`src/common/sram_cfg.svh`:
```
`ifndef SRAM_CFG_SVH
`define SRAM_CFG_SVH

// chip address width
`define SRAM_ADDR_WIDTH 8

// chip data width
`define SRAM_DATA_WIDTH 16

// caller tag, passed through untouched
`define SRAM_META_WIDTH 4

// four response slots
`define RESP_DEPTH_LOG2 2

`endif

```
`src/common/sram_pkg.sv`:
```
`include "sram_cfg.svh"

package sram_pkg;

  // command from the caller
  typedef struct packed {
    logic [`SRAM_ADDR_WIDTH-1:0] addr;
    logic [`SRAM_META_WIDTH-1:0] meta;
    logic                        last;
    logic                        wr_en;
    logic [`SRAM_DATA_WIDTH-1:0] wr_data;
  } sram_cmd_t;

  // response back to the caller, also used as the pending tag
  typedef struct packed {
    logic [`SRAM_META_WIDTH-1:0] meta;
    logic                        last;
    logic [`SRAM_DATA_WIDTH-1:0] data;
  } sram_resp_t;

  // one chip access, controller to pad
  typedef struct packed {
    logic                        valid;
    logic                        wr_en;
    logic [`SRAM_ADDR_WIDTH-1:0] addr;
    logic [`SRAM_DATA_WIDTH-1:0] wr_data;
  } pad_req_t;

  // access completion, pad to response queue
  typedef struct packed {
    logic                        valid;
    logic [`SRAM_DATA_WIDTH-1:0] rd_data;
  } pad_done_t;

  // access state machine
  typedef enum logic [1:0] {
    ST_IDLE,
    ST_READ,
    ST_WRITE
  } ctrl_state_t;

endpackage

```
`src/logic/resp_fifo.sv`:
```
`timescale 1ns/1ps

`include "sram_cfg.svh"

module resp_fifo (
  input  logic                  clk,
  input  logic                  rst_n,

  input  logic                  tag_push,
  input  sram_pkg::sram_resp_t  tag,
  input  sram_pkg::pad_done_t   pad_done,

  output logic                  resp_valid,
  output sram_pkg::sram_resp_t  resp,
  input  logic                  resp_ready,
  output logic                  resp_pop
);

  localparam int DEPTH = 1 << `RESP_DEPTH_LOG2;

  // one ring: push_ptr..done_ptr are pending tags, done_ptr..head_ptr are complete
  sram_pkg::sram_resp_t         entries [DEPTH];
  logic [DEPTH-1:0]             cplt;

  logic [`RESP_DEPTH_LOG2-1:0]  push_ptr;
  logic [`RESP_DEPTH_LOG2-1:0]  done_ptr;
  logic [`RESP_DEPTH_LOG2-1:0]  head_ptr;

  sram_pkg::sram_resp_t         merged;
  logic                         out_free;
  logic                         take_head;
  logic                         bypass;

  assign merged = '{
    meta: entries[done_ptr].meta,
    last: entries[done_ptr].last,
    data: pad_done.rd_data
  };

  assign out_free  = !resp_valid || resp_ready;
  assign take_head = out_free && cplt[head_ptr];
  // nothing completed is waiting, so the fresh result goes straight out
  assign bypass    = out_free && !cplt[head_ptr] && pad_done.valid;

  always_ff @(posedge clk) begin
    if (!rst_n) begin
      cplt     <= '0;
      push_ptr <= '0;
      done_ptr <= '0;
      head_ptr <= '0;
    end else begin
      if (tag_push) begin
        push_ptr <= push_ptr + 1'b1;
      end
      if (pad_done.valid) begin
        done_ptr <= done_ptr + 1'b1;
        if (!bypass) begin
          cplt[done_ptr] <= 1'b1;
        end
      end
      if (take_head) begin
        cplt[head_ptr] <= 1'b0;
      end
      if (take_head || bypass) begin
        head_ptr <= head_ptr + 1'b1;
      end
    end
  end

  // tag written at push, data filled in on done
  always_ff @(posedge clk) begin
    if (tag_push) begin
      entries[push_ptr] <= tag;
    end
    if (pad_done.valid && !bypass) begin
      entries[done_ptr].data <= pad_done.rd_data;
    end
  end

  always_ff @(posedge clk) begin
    if (!rst_n) begin
      resp_valid <= 1'b0;
    end else if (out_free) begin
      resp_valid <= take_head || bypass;
    end
  end

  always_ff @(posedge clk) begin
    if (take_head) begin
      resp <= entries[head_ptr];
    end else if (bypass) begin
      resp <= merged;
    end
  end

  assign resp_pop = resp_valid && resp_ready;

endmodule

```
`config.mk`:
```
export PLATFORM = sky130hd
export DESIGN_NAME = resp_fifo
export DESIGN_NICKNAME = d
export VERILOG_FILES = /design/src/common/sram_pkg.sv /design/src/logic/resp_fifo.sv
export VERILOG_INCLUDE_DIRS = /design/src /design/src/common
export SDC_FILE = /design/constraint.sdc
export NUM_CORES = 1
export LEC_CHECK = 0
export BUFFER_PORTS_ARGS = -buffer_cell sky130_fd_sc_hd__buf_2
export CAP_MARGIN = 20
export CORE_UTILIZATION = 30
export DETAILED_ROUTE_END_ITERATION = 10
export GPL_TIMING_DRIVEN = 1
export HOLD_SLACK_MARGIN = 0.08
export PLACE_DENSITY = 0.43
export SYNTH_ARGS = -nofsm -noshare
export SYNTH_HDL_FRONTEND = slang
export SYNTH_SLANG_ARGS = --single-unit
```
`constraint.sdc`:
```
create_clock -name clk -period 2.6 [get_ports clk]
set_clock_uncertainty 0.2 [all_clocks]
set_input_delay 0.65 -clock clk [delete_from_list [all_inputs] [get_ports clk]]
set_output_delay 0.65 -clock clk [all_outputs]
set_load 0.02 [all_outputs]
```
* Yosys cells after proc, flatten, opt, wreduce, memory -nomap -nowiden
Memories as Yosys holds them, arrays and structs flattened. A register that Yosys moved wholly into a read port is not among the register bits. Cells that the tools add are included.
Storage, ports and cells: memory bits (writable) 84, logic and storage cells 52, input bits 42, memories kept 1, output and inout bits 23, register bits 32
Cells by class: order comparisons 4, $add $sub $neg 3, reductions and logical operators 13, muxes and demuxes 20, bitwise gates (word level) 3
Memories:
- entries | words 4, width 21, read ports 2, clocked after Yosys merged registers in 2, wr ports 2, line resp_fifo.sv:22 | sram_pkg::sram_resp_t entries [DEPTH];
Operators by type and width (count):
- two-way mux 21 bit | 2
- two-way mux 4 bit | 4
- two-way mux 2 bit | 4
- logical AND 1 bit | 7
- two-way mux 1 bit | 7
- adder 2 x 1 -> 2 bit (second input constant) | 3
- < comparator 2 x 3 -> 1 bit (second input constant) | 2
- AND 4 bit | 1
- demux 1 bit (select 2 bit) | 2
- greater-or-equal comparator 2 x 1 -> 1 bit (second input constant) | 2
- NOT 4 bit | 1
- OR 4 bit | 1
- logical NOT 1 bit | 3
- binary-select mux 1 bit (select 2 bit) | 1
- logical OR 1 bit | 2
- nonzero test 2 bit | 1

* Logic depth before layout (Yosys ltp)
word-level depth 10, mapped depth 5, gate-level depth less buffers 4

* Worst setup path before layout
No wires, ideal clock.
path type input to register, from in pad_done[16] (netlist bit), to mem entries[1][0] (netlist bit), enable pin, stages on the path 4, path buffers 2, path slack 0.102 ns, arrival 1.926 ns, data required time 2.028 ns, setup time 0.372 ns, path through clkbuf_1 -> o211ai_4 -> buf_12 -> nand2_1
RTL lines:
- start, declared | line resp_fifo.sv:11 | input sram_pkg::pad_done_t pad_done,
- end, declared | line resp_fifo.sv:22

==> flow_summary.json <==
{
  "status": "finished, final reports clean",
  "synth_nets": 442,
  "grt_start_max_net_pins": 37,
  "worstMarginPinSlew_ns": 0.480,
  "vdd.ir_drop.worst_mv": 0.450,
  "critPathBufInv": 1,
  "finalSetupViolCount": 0,
  "first_global_vias": 3924,
  "p_int_uw": 4110,
  "critical_path.cell_chain": "mux4_2 -> o211ai_4 -> buf_12 -> mux2_2",
  "reg2reg_from": "head_ptr[0]$_SDFFE_PN0N_",
  "critPathCaptureType": "flip-flop",
  "rows": 52,
  "holdCritPathClass": "in -> reg",
  "cts_buffer_depth": 2,
  "netlist_instances": 388,
  "cts.sinks": 120,
  "dieWidth_um": 146,
  "viasPerCell": 4.74,
  "slew_viol_final": 0,
  "synth.distinct_cells": 26,
  "path_depth": 4,
  "grt_first_pass_wirelength_mm": 23.6,
  "seq_area_frac_synth_pct": 55.6,
  "final.fill_count": 1961,
  "post_cts_buffers": 0,
  "io_pins": 65,
  "cpPeakStageDelay_ns": 0.68,
  "dieArea_um2": 21300,
  "cp_slowest_cell": "mux4_2",
  "p_clk_share_pct": 44.2,
  "synth_area_leader_cell": "edfxtp_1",
  "yosysWarnings": 0,
  "critPathArrivalTime_ns": 2.34,
  "crit_family": "multiplexers",
  "cts_tree": "done",
  "clock.fmax_ghz": 0.421,
  "combPwrFrac_pct": 13.6,
  "critical_path_required_ns": 2.57,
  "numCtsBuffers": 17,
  "synth_top_area_share_pct": 50.7,
  "placed_cells": 722,
  "fin_cells": 754,
  "diodes": 0,
  "p_per_area_nw_per_um2": 726,
  "rsz0062_at_grt": "false",
  "mappedNetlistArea_um2": 6210,
  "ctsHoldBuffers": 0,
  "cts_root_buffer": "clkbuf_16",
  "gp_congestion": 0.707,
  "antenna_found_initial": 0,
  "core_area_um2": 20300,
  "reg2reg_depth": 4,
  "drt_iter0_drc": 201,
  "vias": 3572,
  "insertion_delay_ns": 0.42,
  "synth_ff_type": "edfxtp_1",
  "worstPathMaxFanout": 18,
  "synthToLayoutAreaGrowth_pct": 21.3,
  "swShare_pct": 24.9,
  "synth-edff-count": 105,
  "maxCapViolations": 0,
  "start_kind": "flip-flop",
  "min_from": "tag[20]",
  "htreeDepth": 4,
  "switching_power_uw": 1360,
  "track_usage_pct": 15.3,
  "min_path_cells": 1,
  "async_flop_share_pct": 0,
  "ys_top_cells_by_area": "edfxtp_1, mux4_2, mux2_2",
  "io_buffers": 64,
  "ant_nets": 0,
  "syn_avg_cell_area_um2": 16.0,
  "finalCriticalPeriod_ns": 2.38,
  "maxSlewHeadroom_pct": 68.0,
  "routed_wl_mm": 15.3,
  "die_y_um": 146,
  "synth_seq_cells": 120,
  "critical_path_class": "reg -> reg",
  "hold_violations": 0,
  "yosys.cell_count.top_type": "edfxtp_1",
  "grt_overflow": 0,
  "wl_per_cell_um": 20.3,
  "cts_resized": 0,
  "leakage_uw": 0.00315,
  "finalSetupTns_ns": 0,
  "clkTransAtPathRegs_ns": 0.06,
  "p_seq_share_pct": 42.1,
  "start_util_pct": 30.6,
  "yosys-top-cells-count": "edfxtp_1, and3_1, mux2_2, mux2_4, mux4_2",
  "finalCritPeriodShare_pct": 91.4,
  "crit_path_start": "head_ptr[0]$_SDFFE_PN0N_",
  "nets": 525,
  "drive_gt1_share_pct": 48.6,
  "drt_pass1_iterations": 4,
  "hpwl_mm": 9.89,
  "drc": 0
}
==> stage by stage <==
step                instance area, um^2  worst slack [ns]  hold WS (ns)  power, uW  utilization, %
floorplan                          6210             0.102         0.243       2830               -
global placement                   6940             0.278         0.262       3100            34.2
detailed placement                 6940             0.235         0.264       3110            34.2
CTS                                7540             0.217         0.223       5550            37.1
global route                       7540             0.157         0.237       5690            37.1
finish                             7540             0.224         0.241       5480            37.1
==> kinds of logic after synthesis <==
group	synth area share (%)
buffers and inverters	3.66
DFF	55.6
and+or+nand+nor	8.07
xor gates and xnor gates	0.282
adders and majority gates	2.42
muxes	27.9
AOI/OAI and AO/OA	2.05
==> power by group through the flow <==
stage               Sequential (uW)  Clock (uW)  Combinational, uW
floorplan                      2380           0                448
global placement               2350           0                758
detailed placement             2350           0                764
CTS                            2310        2470                765
global route                   2320        2550                808
finish                         2310        2420                747
==> cell usage in the layout (no fill, tap or decap), types with 4 or more instances in the layout <==
cell / Yosys / routed
clkbuf_16: 0 / 17
o211ai_4: 4 / 4
ha_1: 12 / 12
inv_1: 14 / 14
dfxtp_1: 15 / 15
buf_2: 4 / 64
buf_12: 4 / 4
and3_1: 64 / 64
clkinv_4: 0 / 4
edfxtp_1: 105 / 105
nand2_1: 13 / 13
nor2_1: 6 / 6
mux4_2: 27 / 27
a221oi_1: 4 / 4
buf_4: 0 / 21
mux2i_1: 5 / 5
mux2_2: 52 / 52
mux2_4: 32 / 32
==> cell type report <==
| cell class | count | area, um^2 | share of cell area [%] |
|---|---|---|---|
| Tap cell | 270 | 338 | 4.48 |
| Sequential cell | 120 | 3450 | 45.8 |
| Multi-Input combinational cell | 228 | 2530 | 33.6 |
| Clock inverter | 15 | 176 | 2.34 |
| Clock buffer | 17 | 425 | 5.64 |
| Timing Repair Buffer | 89 | 558 | 7.40 |
| Inverter | 15 | 56.3 | 0.747 |
==> routing by layer <==
layer  up-vias  GRT usage [%]  share of wire [%]
met4         0           6.26                1.4
met2        80           25.2                 49
met3        14           3.10                3.5
met1      1795           19.7                 46
li1       1683              -                  -
met5         -              0                  0
==> final timing paths <==
kind | end | slack [ns]
setup / recovery | entries[3][0]$_DFFE_PP_ | 0.22
hold reg to reg | cplt[0]$_SDFF_PN0_ | 0.27
setup reg to reg | entries[3][0]$_DFFE_PP_ | 0.22
hold / removal | entries[1][20]$_DFFE_PN_ | 0.24
==> flip-flops by register name, indices dropped and copies added (netlist names), named ones only <==
name	flops
cplt	4
push_ptr	2
resp	21
head_ptr	2
resp_valid	1
done_ptr	2
entries	84
No activity file was read; power rests on OpenSTA's default activity.
