<file path="src/common/sram_cfg.svh">
`ifndef SRAM_CFG_SVH
`define SRAM_CFG_SVH

// chip address width
`define SRAM_ADDR_WIDTH 8

// chip data width
`define SRAM_DATA_WIDTH 16

// caller tag, passed through untouched
`define SRAM_META_WIDTH 4

// four response slots
`define RESP_DEPTH_LOG2 2

`endif

</file>
<file path="src/common/sram_pkg.sv">
`include "sram_cfg.svh"

package sram_pkg;

  // command from the caller
  typedef struct packed {
    logic [`SRAM_ADDR_WIDTH-1:0] addr;
    logic [`SRAM_META_WIDTH-1:0] meta;
    logic                        last;
    logic                        wr_en;
    logic [`SRAM_DATA_WIDTH-1:0] wr_data;
  } sram_cmd_t;

  // response back to the caller, also used as the pending tag
  typedef struct packed {
    logic [`SRAM_META_WIDTH-1:0] meta;
    logic                        last;
    logic [`SRAM_DATA_WIDTH-1:0] data;
  } sram_resp_t;

  // one chip access, controller to pad
  typedef struct packed {
    logic                        valid;
    logic                        wr_en;
    logic [`SRAM_ADDR_WIDTH-1:0] addr;
    logic [`SRAM_DATA_WIDTH-1:0] wr_data;
  } pad_req_t;

  // access completion, pad to response queue
  typedef struct packed {
    logic                        valid;
    logic [`SRAM_DATA_WIDTH-1:0] rd_data;
  } pad_done_t;

  // access state machine
  typedef enum logic [1:0] {
    ST_IDLE,
    ST_READ,
    ST_WRITE
  } ctrl_state_t;

endpackage

</file>
<file path="src/sram_io/sram_access_ctrl.sv">
`timescale 1ns/1ps

`include "sram_cfg.svh"

module sram_access_ctrl (
  input  logic                  clk,
  input  logic                  rst_n,

  input  logic                  cmd_valid,
  input  sram_pkg::sram_cmd_t   cmd,
  output logic                  cmd_ready,

  output sram_pkg::pad_req_t    pad_req,

  output logic                  tag_push,
  output sram_pkg::sram_resp_t  tag,
  input  logic                  resp_pop
);

  // slot count needs one extra bit to hold the full value
  localparam int CNT_W = `RESP_DEPTH_LOG2 + 1;
  localparam logic [CNT_W-1:0] SLOTS = CNT_W'(1 << `RESP_DEPTH_LOG2);

  sram_pkg::ctrl_state_t        state;
  sram_pkg::ctrl_state_t        state_next;

  logic                         accept;
  logic [CNT_W-1:0]             reserved;
  logic [CNT_W-1:0]             reserved_next;

  logic                         req_valid;
  logic                         req_wr_en;
  logic [`SRAM_ADDR_WIDTH-1:0]  req_addr;
  logic [`SRAM_DATA_WIDTH-1:0]  req_wr_data;

  assign accept = cmd_valid && cmd_ready;

  // one access at a time, always back to idle afterwards
  always_comb begin
    state_next = state;

    case (state)
      sram_pkg::ST_IDLE: begin
        if (accept) begin
          if (cmd.wr_en) begin
            state_next = sram_pkg::ST_WRITE;
          end else begin
            state_next = sram_pkg::ST_READ;
          end
        end
      end

      sram_pkg::ST_READ: begin
        state_next = sram_pkg::ST_IDLE;
      end

      sram_pkg::ST_WRITE: begin
        state_next = sram_pkg::ST_IDLE;
      end

      default: begin
        state_next = sram_pkg::ST_IDLE;
      end
    endcase
  end

  always_ff @(posedge clk) begin
    if (!rst_n) begin
      state <= sram_pkg::ST_IDLE;
    end else begin
      state <= state_next;
    end
  end

  // slot reserved at accept, released when the caller takes the response
  always_comb begin
    case ({accept, resp_pop})
      2'b10:   reserved_next = reserved + 1'b1;
      2'b01:   reserved_next = reserved - 1'b1;
      default: reserved_next = reserved;
    endcase
  end

  // ready is registered, so it drops for the cycle after each accept
  always_ff @(posedge clk) begin
    if (!rst_n) begin
      reserved  <= '0;
      cmd_ready <= 1'b0;
    end else begin
      reserved  <= reserved_next;
      cmd_ready <= (state_next == sram_pkg::ST_IDLE) && (reserved_next != SLOTS);
    end
  end

  // request strobe, one cycle per accepted command
  always_ff @(posedge clk) begin
    if (!rst_n) begin
      req_valid <= 1'b0;
    end else begin
      req_valid <= accept;
    end
  end

  always_ff @(posedge clk) begin
    if (accept) begin
      req_wr_en   <= (state_next == sram_pkg::ST_WRITE);
      req_addr    <= cmd.addr;
      req_wr_data <= cmd.wr_data;
    end
  end

  assign pad_req = '{
    valid:   req_valid,
    wr_en:   req_wr_en,
    addr:    req_addr,
    wr_data: req_wr_data
  };

  // tag goes into the response queue in accept order
  assign tag_push = accept;
  assign tag      = '{meta: cmd.meta, last: cmd.last, data: '0};

endmodule

</file>
<file path="config.mk">
export PLATFORM = sky130hd
export DESIGN_NAME = sram_access_ctrl
export DESIGN_NICKNAME = d
export VERILOG_FILES = /design/src/common/sram_pkg.sv /design/src/sram_io/sram_access_ctrl.sv
export VERILOG_INCLUDE_DIRS = /design/src /design/src/common
export SDC_FILE = /design/constraint.sdc
export NUM_CORES = 1
export LEC_CHECK = 0
export ABC_CLOCK_PERIOD_IN_PS = 2800
export BUFFER_PORTS_ARGS = -buffer_cell sky130_fd_sc_hd__buf_4
export CAP_MARGIN = 20
export CELL_PAD_IN_SITES_DETAIL_PLACEMENT = 1
export CELL_PAD_IN_SITES_GLOBAL_PLACEMENT = 1
export CORE_ASPECT_RATIO = 0.8
export CORE_MARGIN = 4
export CORE_UTILIZATION = 30
export DETAILED_ROUTE_END_ITERATION = 7
export GPL_TIMING_DRIVEN = 1
export PLACE_DENSITY = 0.78
export SYNTH_ARGS = -nofsm -noshare
export SYNTH_HDL_FRONTEND = slang
export SYNTH_SLANG_ARGS = --single-unit
</file>
<file path="constraint.sdc">
create_clock -name clk -period 2.8 [get_ports clk]
set_input_delay 0.28 -clock clk [delete_from_list [all_inputs] [get_ports clk]]
set_output_delay 0.28 -clock clk [all_outputs]
set_load 0.03 [all_outputs]
</file>
Word-level counts from Yosys, hierarchy flattened

Index checks and enable logic that the tools add are counted.

Add/sub/neg operators: 2
Equal/unequal tests: 4
Multiplexer cells: 4
Reductions and logical operators: 4

Operator list:

| kind                | count |
|---|---|
| $mux 2              | 3 |
| $pmux 3 s2          | 1 |
| $eq 2x2->1 const B  | 2 |
| $logic_not 2->1     | 2 |
| $add 3x1->3 const B | 1 |
| $ne 3x3->1 const B  | 1 |
| $sub 3x1->3 const B | 1 |
| $eq 2x1->1 const B  | 1 |
| $logic_and 1x1->1   | 2 |

Flip-flop bits (word level): 32
Bits of input ports: 34
Output and inout port bits: 49
Logic and storage cells: 21

Logic depth before layout (Yosys ltp)

Gate-level depths: netlist of run 1.

Depth in word-level cells: 5
Depth in mapped cells: 7
Gate-level depth less buffers: 7

Least setup slack after synthesis of run 1

Ideal clock, no wire load.

Path kind: reg-to-reg
From: register cmd_ready
To: register cmd_ready
Setup time: 0.103 ns
Data arrival time: 1.807 ns
Data required time: 2.697 ns
Slack: 0.890 ns
Stages on the path, launching flop included: 8
Buffers on the path: 0
Clock period less this slack: 1.910 ns
Cells stage by stage: dfxtp_1 -> nand2_1 -> ha_1 -> inv_1 -> fa_1 -> xor2_2 -> xnor2_1 -> a2111oi_2

Word-level cells in the longest chain between the ends: 5
Elaborated cells on any way between the ends: 9
Those cells by class: eq/ne (3); mux (3); reduce/logical (3)

RTL lines:

| item                                                 | RTL line                                       | text |
|---|---|---|
| start: declaration                                   | sram_access_ctrl.sv:11                         | `output logic cmd_ready,` |
| start signal: assignment                             | sram_access_ctrl.sv:91                         | `cmd_ready <= (state_next == sram_pkg::ST_IDLE) && (reserved_next != SLOTS);` |
| $logic_and 1x1->1 *                                  | sram_access_ctrl.sv:36                         | `assign accept = cmd_valid && cmd_ready;` |
| $eq 2x1->1, or another cell as far along             | sram_access_ctrl.sv:77                         | `case ({accept, resp_pop})` |
| $pmux 3 s2 / $mux 2 (equally long branches)          | sram_access_ctrl.sv:77, sram_access_ctrl.sv:42 |  |
| $ne 3x3->1 / $logic_not 2->1 (equally long branches) | sram_access_ctrl.sv:91                         |  |
| $logic_and 1x1->1 *                                  | sram_access_ctrl.sv:91                         |  |

Mark *: on every way between the ends. The rest lies on a longest branch, timed or not.
A chain may end at the register's enable or synchronous reset.

Final worst setup path of run 1

Ends and elaborated chain as after synthesis.

==> results of run 1 <==
## final cells by class
type	count	area [um^2]
clock inverters	1	3.75
fillers	435	2190
multi-input cells	39	223
well taps	55	68.8
inverters	5	18.8
clock buffers	7	76.3
repair buffers	58	435
flip-flops and latches	32	891
## how the worst min path moves through the flow
stage / start / end / slack (ns) / depth (start not counted)
after floorplan: cmd[16] / state[0] / 0.36 / 1
after global routing: cmd[22] / req_addr[0] / 0.17 / 1
after global placement: cmd[16] / state[0] / 0.45 / 2
after detailed placement: cmd[7] / req_wr_data[7] / 0.46 / 1
after CTS: cmd[7] / req_wr_data[7] / 0.17 / 1
final: cmd[15] / req_wr_data[15] / 0.18 / 1
## cell families after synthesis
family,after synthesis,synth area share (%)
xor+xnor,3,2.71
buf+inv,28,15.3
other cells,1,0.300
simple gates,14,5.31
compound gates,4,2.40
flops,32,71.3
fa+ha+maj,2,2.61
## flip-flops by register name, summed over array words and instances (netlist names)
register	flops
cmd_ready	1
req_addr	8
req_valid	1
req_wr_data	16
req_wr_en	1
reserved	3
state	2
## layer usage
layer | wire length [um] | GRT usage, % | up-vias
li1 | - | - | 356
met1 | 1130 | 12.2 | 360
met2 | 1220 | 16.3 | 59
met3 | 406 | 4.79 | 4
met4 | 25 | 5.27 | 0
met5 | 0 | 0 | -
## metrics by stage
step                      power (mW)  hold WS, ns  setup slack (ns)  cell area, um^2  utilization [%]
final                           1.14        0.181             0.914             1720             44.0
after floorplan                0.769        0.356             0.890             1310                -
after global routing            1.20        0.165             0.727             1720             44.0
after global placement         0.819        0.454             0.885             1640             41.9
after CTS                       1.16        0.171             0.889             1720             44.0
after detailed placement       0.832        0.460             0.807             1640             41.9
## cell usage in the layout, fill, tap and decap left out
master,synthesis,routed
a21oi_1,2,2
or3_1,1,1
clkbuf_1,0,2
edfxtp_1,25,25
nand2_1,3,3
buf_4,23,58
nor2_1,5,5
nor3b_1,1,1
a2111oi_2,1,1
conb_1,1,16
clkinv_1,0,1
and2_1,1,1
o21ai_0,1,1
fa_1,1,1
inv_1,5,5
and3_1,1,1
xor2_1,1,1
xnor2_1,1,1
nor3_1,2,2
dfxtp_1,7,7
ha_1,1,1
clkbuf_8,0,5
xor2_2,1,1
## report_power, final
group	switching [mW]	internal [mW]
sequential	0.0171	0.556
combinational	0.155	0.0910
clock	0.150	0.173
==> results.toml, run 1 <==
[status]
status = "completed"

[critical_path]
criticalPathCategory = "reg -> reg"
crit_start = "cmd_ready"
critical_path_required_ns = 2.97
critPathBufInv = 1
rrSetupSlack_ns = 0.91
crit_arrival_ns = 2.06
timing.rr.start = "cmd_ready"
reg2reg_depth = 7
crit_chain = "nand2_1, ha_1, inv_1, fa_1, xor2_2, xnor2_1, a2111oi_2"
cp.depth = 7
critPathMaxStageDelay_ns = 0.41
crit_slowest_cell = "fa_1"
path_delay_family = "adder cells"
crit_path_end = "cmd_ready"
startpoint_type = "flip-flop"
path_max_fanout = 4
timing.rr.end = "cmd_ready"
timing.critical_path.to_type = "flip-flop"

[floorplan]
die_x_um = 80.1
core_mm2 = 0.00390
rows = 20
ioPinCount = 83
die_area_mm2 = 0.00526
start_util_pct = 32.0
die_y_um = 65.7

[timing]
skew_ns = 0.00527
timing.final.crit_share_pct = 67.3
drv_slew = 0
slew_headroom_pct = 60.0
rsz0062_at_grt = "no"
hold_viol = 0
worstMarginPinSlew_ns = 0.600
setup_viol = 0
fin_tns_setup_ns = 0
max_freq_ghz = 0.530
min_period_ns = 1.89

[yosys]
synth_cell_types = 20
synth_warnings = 0
syn_avg_cell_area_um2 = 14.9
async_flop_share_pct = 0
yosysSeqAreaShare_pct = 71.3
synth.area.top_cells = "edfxtp_1, buf_4, dfxtp_1, fa_1, inv_1"
synth_top_area_share_pct = 60.1
netlist_top_cells_count = "edfxtp_1, buf_4, dfxtp_1, inv_1, nor2_1"
synth_top_area_cell = "edfxtp_1"
synth_cells = 84
synthFlopType = "edfxtp_1"
synth-edff-count = 25
syn_area_mm2 = 0.00125
yosysMostFrequentCell = "edfxtp_1"
yosys_register_bits = 32

[global_routing]
grt_pass1_wl_um = 4000
track_usage_pct = 10.5
antenna_found_initial = 0
grt_max_degree = 16
grt_pass1_vias = 780
globalRouteOverflowTotal = 0

[worst_hold_path]
hold_class = "in -> reg"

[clock_tree]
cts_root_buffer = "clkbuf_8"
numCtsBuffers = 5
path_clk_slew_ns = 0.06
post_cts_buffers = 0
clock_latency_ns = 0.27
htree_levels = 2
clock-sinks = 32
holdBufCountCts = 0
cts_tree = "done"
cts_resized = 0
clk_path_buf_depth = 2

[final_layout]
drive_gt1_share_pct = 45.8
fin_cells = 197
antennaDiodeCount = 0
nNetsFinal = 177
areaGrowthSynthToFinish_pct = 37.5

[placement]
dpl.hpwl_um = 2230
gp_congestion = 0.757
place_inst = 189
port_buffers = 56

[pwr]
vdd_ir_drop_max_mv = 0.181
power.density_mw_per_mm2 = 665
p_leak_nw = 0.744

[drt]
drc = 0
wirelength_um = 2780
ant_nets = 0
wl_per_cell_um = 14.1
drt_iter0_drc = 14
routed_via_density = 3.95
firstDrtPassIters = 4
num_vias = 779

[job]
maxCapViolCount = 0
Power figures use the tool's default switching activity.
==> run 2: changes to the inputs <==
Settings changed: ABC_CLOCK_PERIOD_IN_PS 2800 to 1600, CORE_UTILIZATION 30 to 27, PLACE_DENSITY 0.78 to 0.74.
Clock period 2.8 ns to 1.6 ns, I/O delays scaled along.
==> run 2 against run 1 <==
The flow now finishes with violations (setup timing); final cell count increased by 2.0%; register-to-register slack got worse by 0.95 ns; first-iteration DRC count increased to 2.9 times the previous value; flip-flop and latch count unchanged; critical path type unchanged; largest cell class unchanged.
==> results.toml, run 2 (same netlist as run 1, synthesis figures left out) <==
[pwr]
pwr-share-clk_pct = 27.5
p_comb_share_pct = 22.7
swShare_pct = 28.0
seqPwrFrac_pct = 49.9
p_int_mw = 1.45
power.density_mw_per_mm2 = 1140
vdd_ir_drop_max_mv = 0.400
p_leak_nw = 0.764
p_total_mw = 2.02
p_sw_uw = 566

[timing]
max_freq_ghz = 0.610
rsz0062_at_grt = "yes"
fin_ws_ns = -0.0398
drv_slew = 0
hold_viol = 0
skew_ns = 0.00111
min_period_ns = 1.64
timing.final.crit_share_pct = 102
hold_ws_ns = 0.0602
setup_viol = 2

[drt]
drc = 0
num_vias = 774
wl_per_cell_um = 13.4
drt_iter0_drc = 40
routed_via_density = 3.85
ant_nets = 0
firstDrtPassIters = 3
wirelength_um = 2690

[clock_tree]
htree_levels = 2
clock-sinks = 32
cts_resized = 0
post_cts_buffers = 0
cts_root_buffer = "clkbuf_8"
cts_tree = "done"
numCtsBuffers = 5
clock_latency_ns = 0.27
path_clk_slew_ns = 0.06
clk_path_buf_depth = 2

[final_layout]
drive_gt1_share_pct = 50.0
antennaDiodeCount = 0
largest_register_ffs = 16
fillers = 464
final_cell_mix = "buf_4, edfxtp_1, conb_1"
largest-register = "req_wr_data"
areaGrowthSynthToFinish_pct = 42.0
final_common_cell = "buf_4"
nNetsFinal = 179
fin_cells = 201
largestRegisters = "req_wr_data x16, req_addr x8, reserved x3"

[critical_path]
startpoint_type = "flip-flop"
critical_path_required_ns = 1.76
timing.critical_path.to_type = "flip-flop"
crit_arrival_ns = 1.80
criticalPathCategory = "reg -> reg"
path_max_fanout = 3

[placement]
place_inst = 193
gp_congestion = 0.856
port_buffers = 56
dpl.hpwl_um = 2200

[worst_hold_path]
hold_class = "in -> reg"

[job]
maxCapViolCount = 0

[global_routing]
grt_pass1_vias = 828
antenna_found_initial = 0
track_usage_pct = 9.92
globalRouteOverflowTotal = 0
grt_pass1_wl_um = 4270
grt_max_degree = 18

[status]
status = "finished, violations left"
violations = "setup timing"

[floorplan]
start_util_pct = 29.0
core_mm2 = 0.00431
die_area_mm2 = 0.00578
rows = 21
die_y_um = 68.8
ioPinCount = 83
die_x_um = 84.0
==> run 2: layer usage <==
layer  global-route usage, %  part of all wire, %
met5                       0                    0
met4                    4.42                  1.4
met3                    5.11                   14
met2                    15.8                   43
met1                    11.3                   41
==> run 2: repair_timing <==
item                                    4_1_cts  5_1_grt
hold buffers                                  0        0
pin swaps                                     1        0
gates cloned                                  0        0
endpoints found under the setup margin        2        2
==> run 2: power groups by stage <==
stage	combinational, mW	clock, mW	sequential (mW)
CTS	0.462	0.587	1.01
global placement	0.443	0	1.02
detailed placement	0.461	0	1.02
finish	0.457	0.554	1.01
global route	0.491	0.638	1.01
floorplan	0.251	0	1.11
==> run 2: final cells by class <==
class                           count  area (um^2)  share of cell area (%)
Sequential cell                    32          895                    50.5
Timing Repair Buffer               60          463                    26.1
Multi-Input combinational cell     39          245                    13.8
Clock buffer                        6         72.6                    4.09
Tap cell                           57         71.3                    4.02
Inverter                            5         18.8                    1.06
Clock inverter                      2         7.51                   0.423
==> run 2: final timing paths <==
| check | start | endpoint | slack [ns] | cells after the start |
|---|---|---|---|---|
| setup / recovery | cmd_ready | cmd_ready | -0.04 | 7 |
| hold / removal | cmd[16] | state[0] | 0.06 | 2 |
| setup reg to reg | cmd_ready | cmd_ready | -0.04 | 7 |
| hold reg to reg | reserved[2] | reserved[2] | 0.54 | 2 |
==> run 2: per-stage QoR <==
stage	cell area, um^2	setup slack, ns	util, %	TNS [ns]
after floorplan	1330	-0.0663	-	-0.0950
after detailed placement	1690	-0.0640	39.3	-0.116
after global routing	1770	-0.150	41.1	-0.276
after global placement	1690	-0.00494	39.3	-0.00494
after CTS	1770	-0.0638	41.1	-0.112
final	1770	-0.0398	41.1	-0.0734
==> run 2: critical path: stages, from the launching register on <==
cell and delay, ns:
dfxtp_4 0.35, nand2_4 0.07, ha_4 0.13, inv_2 0.04
fa_2 0.35, xor2_2 0.17, xnor2_1 0.14, a2111oi_2 0.28
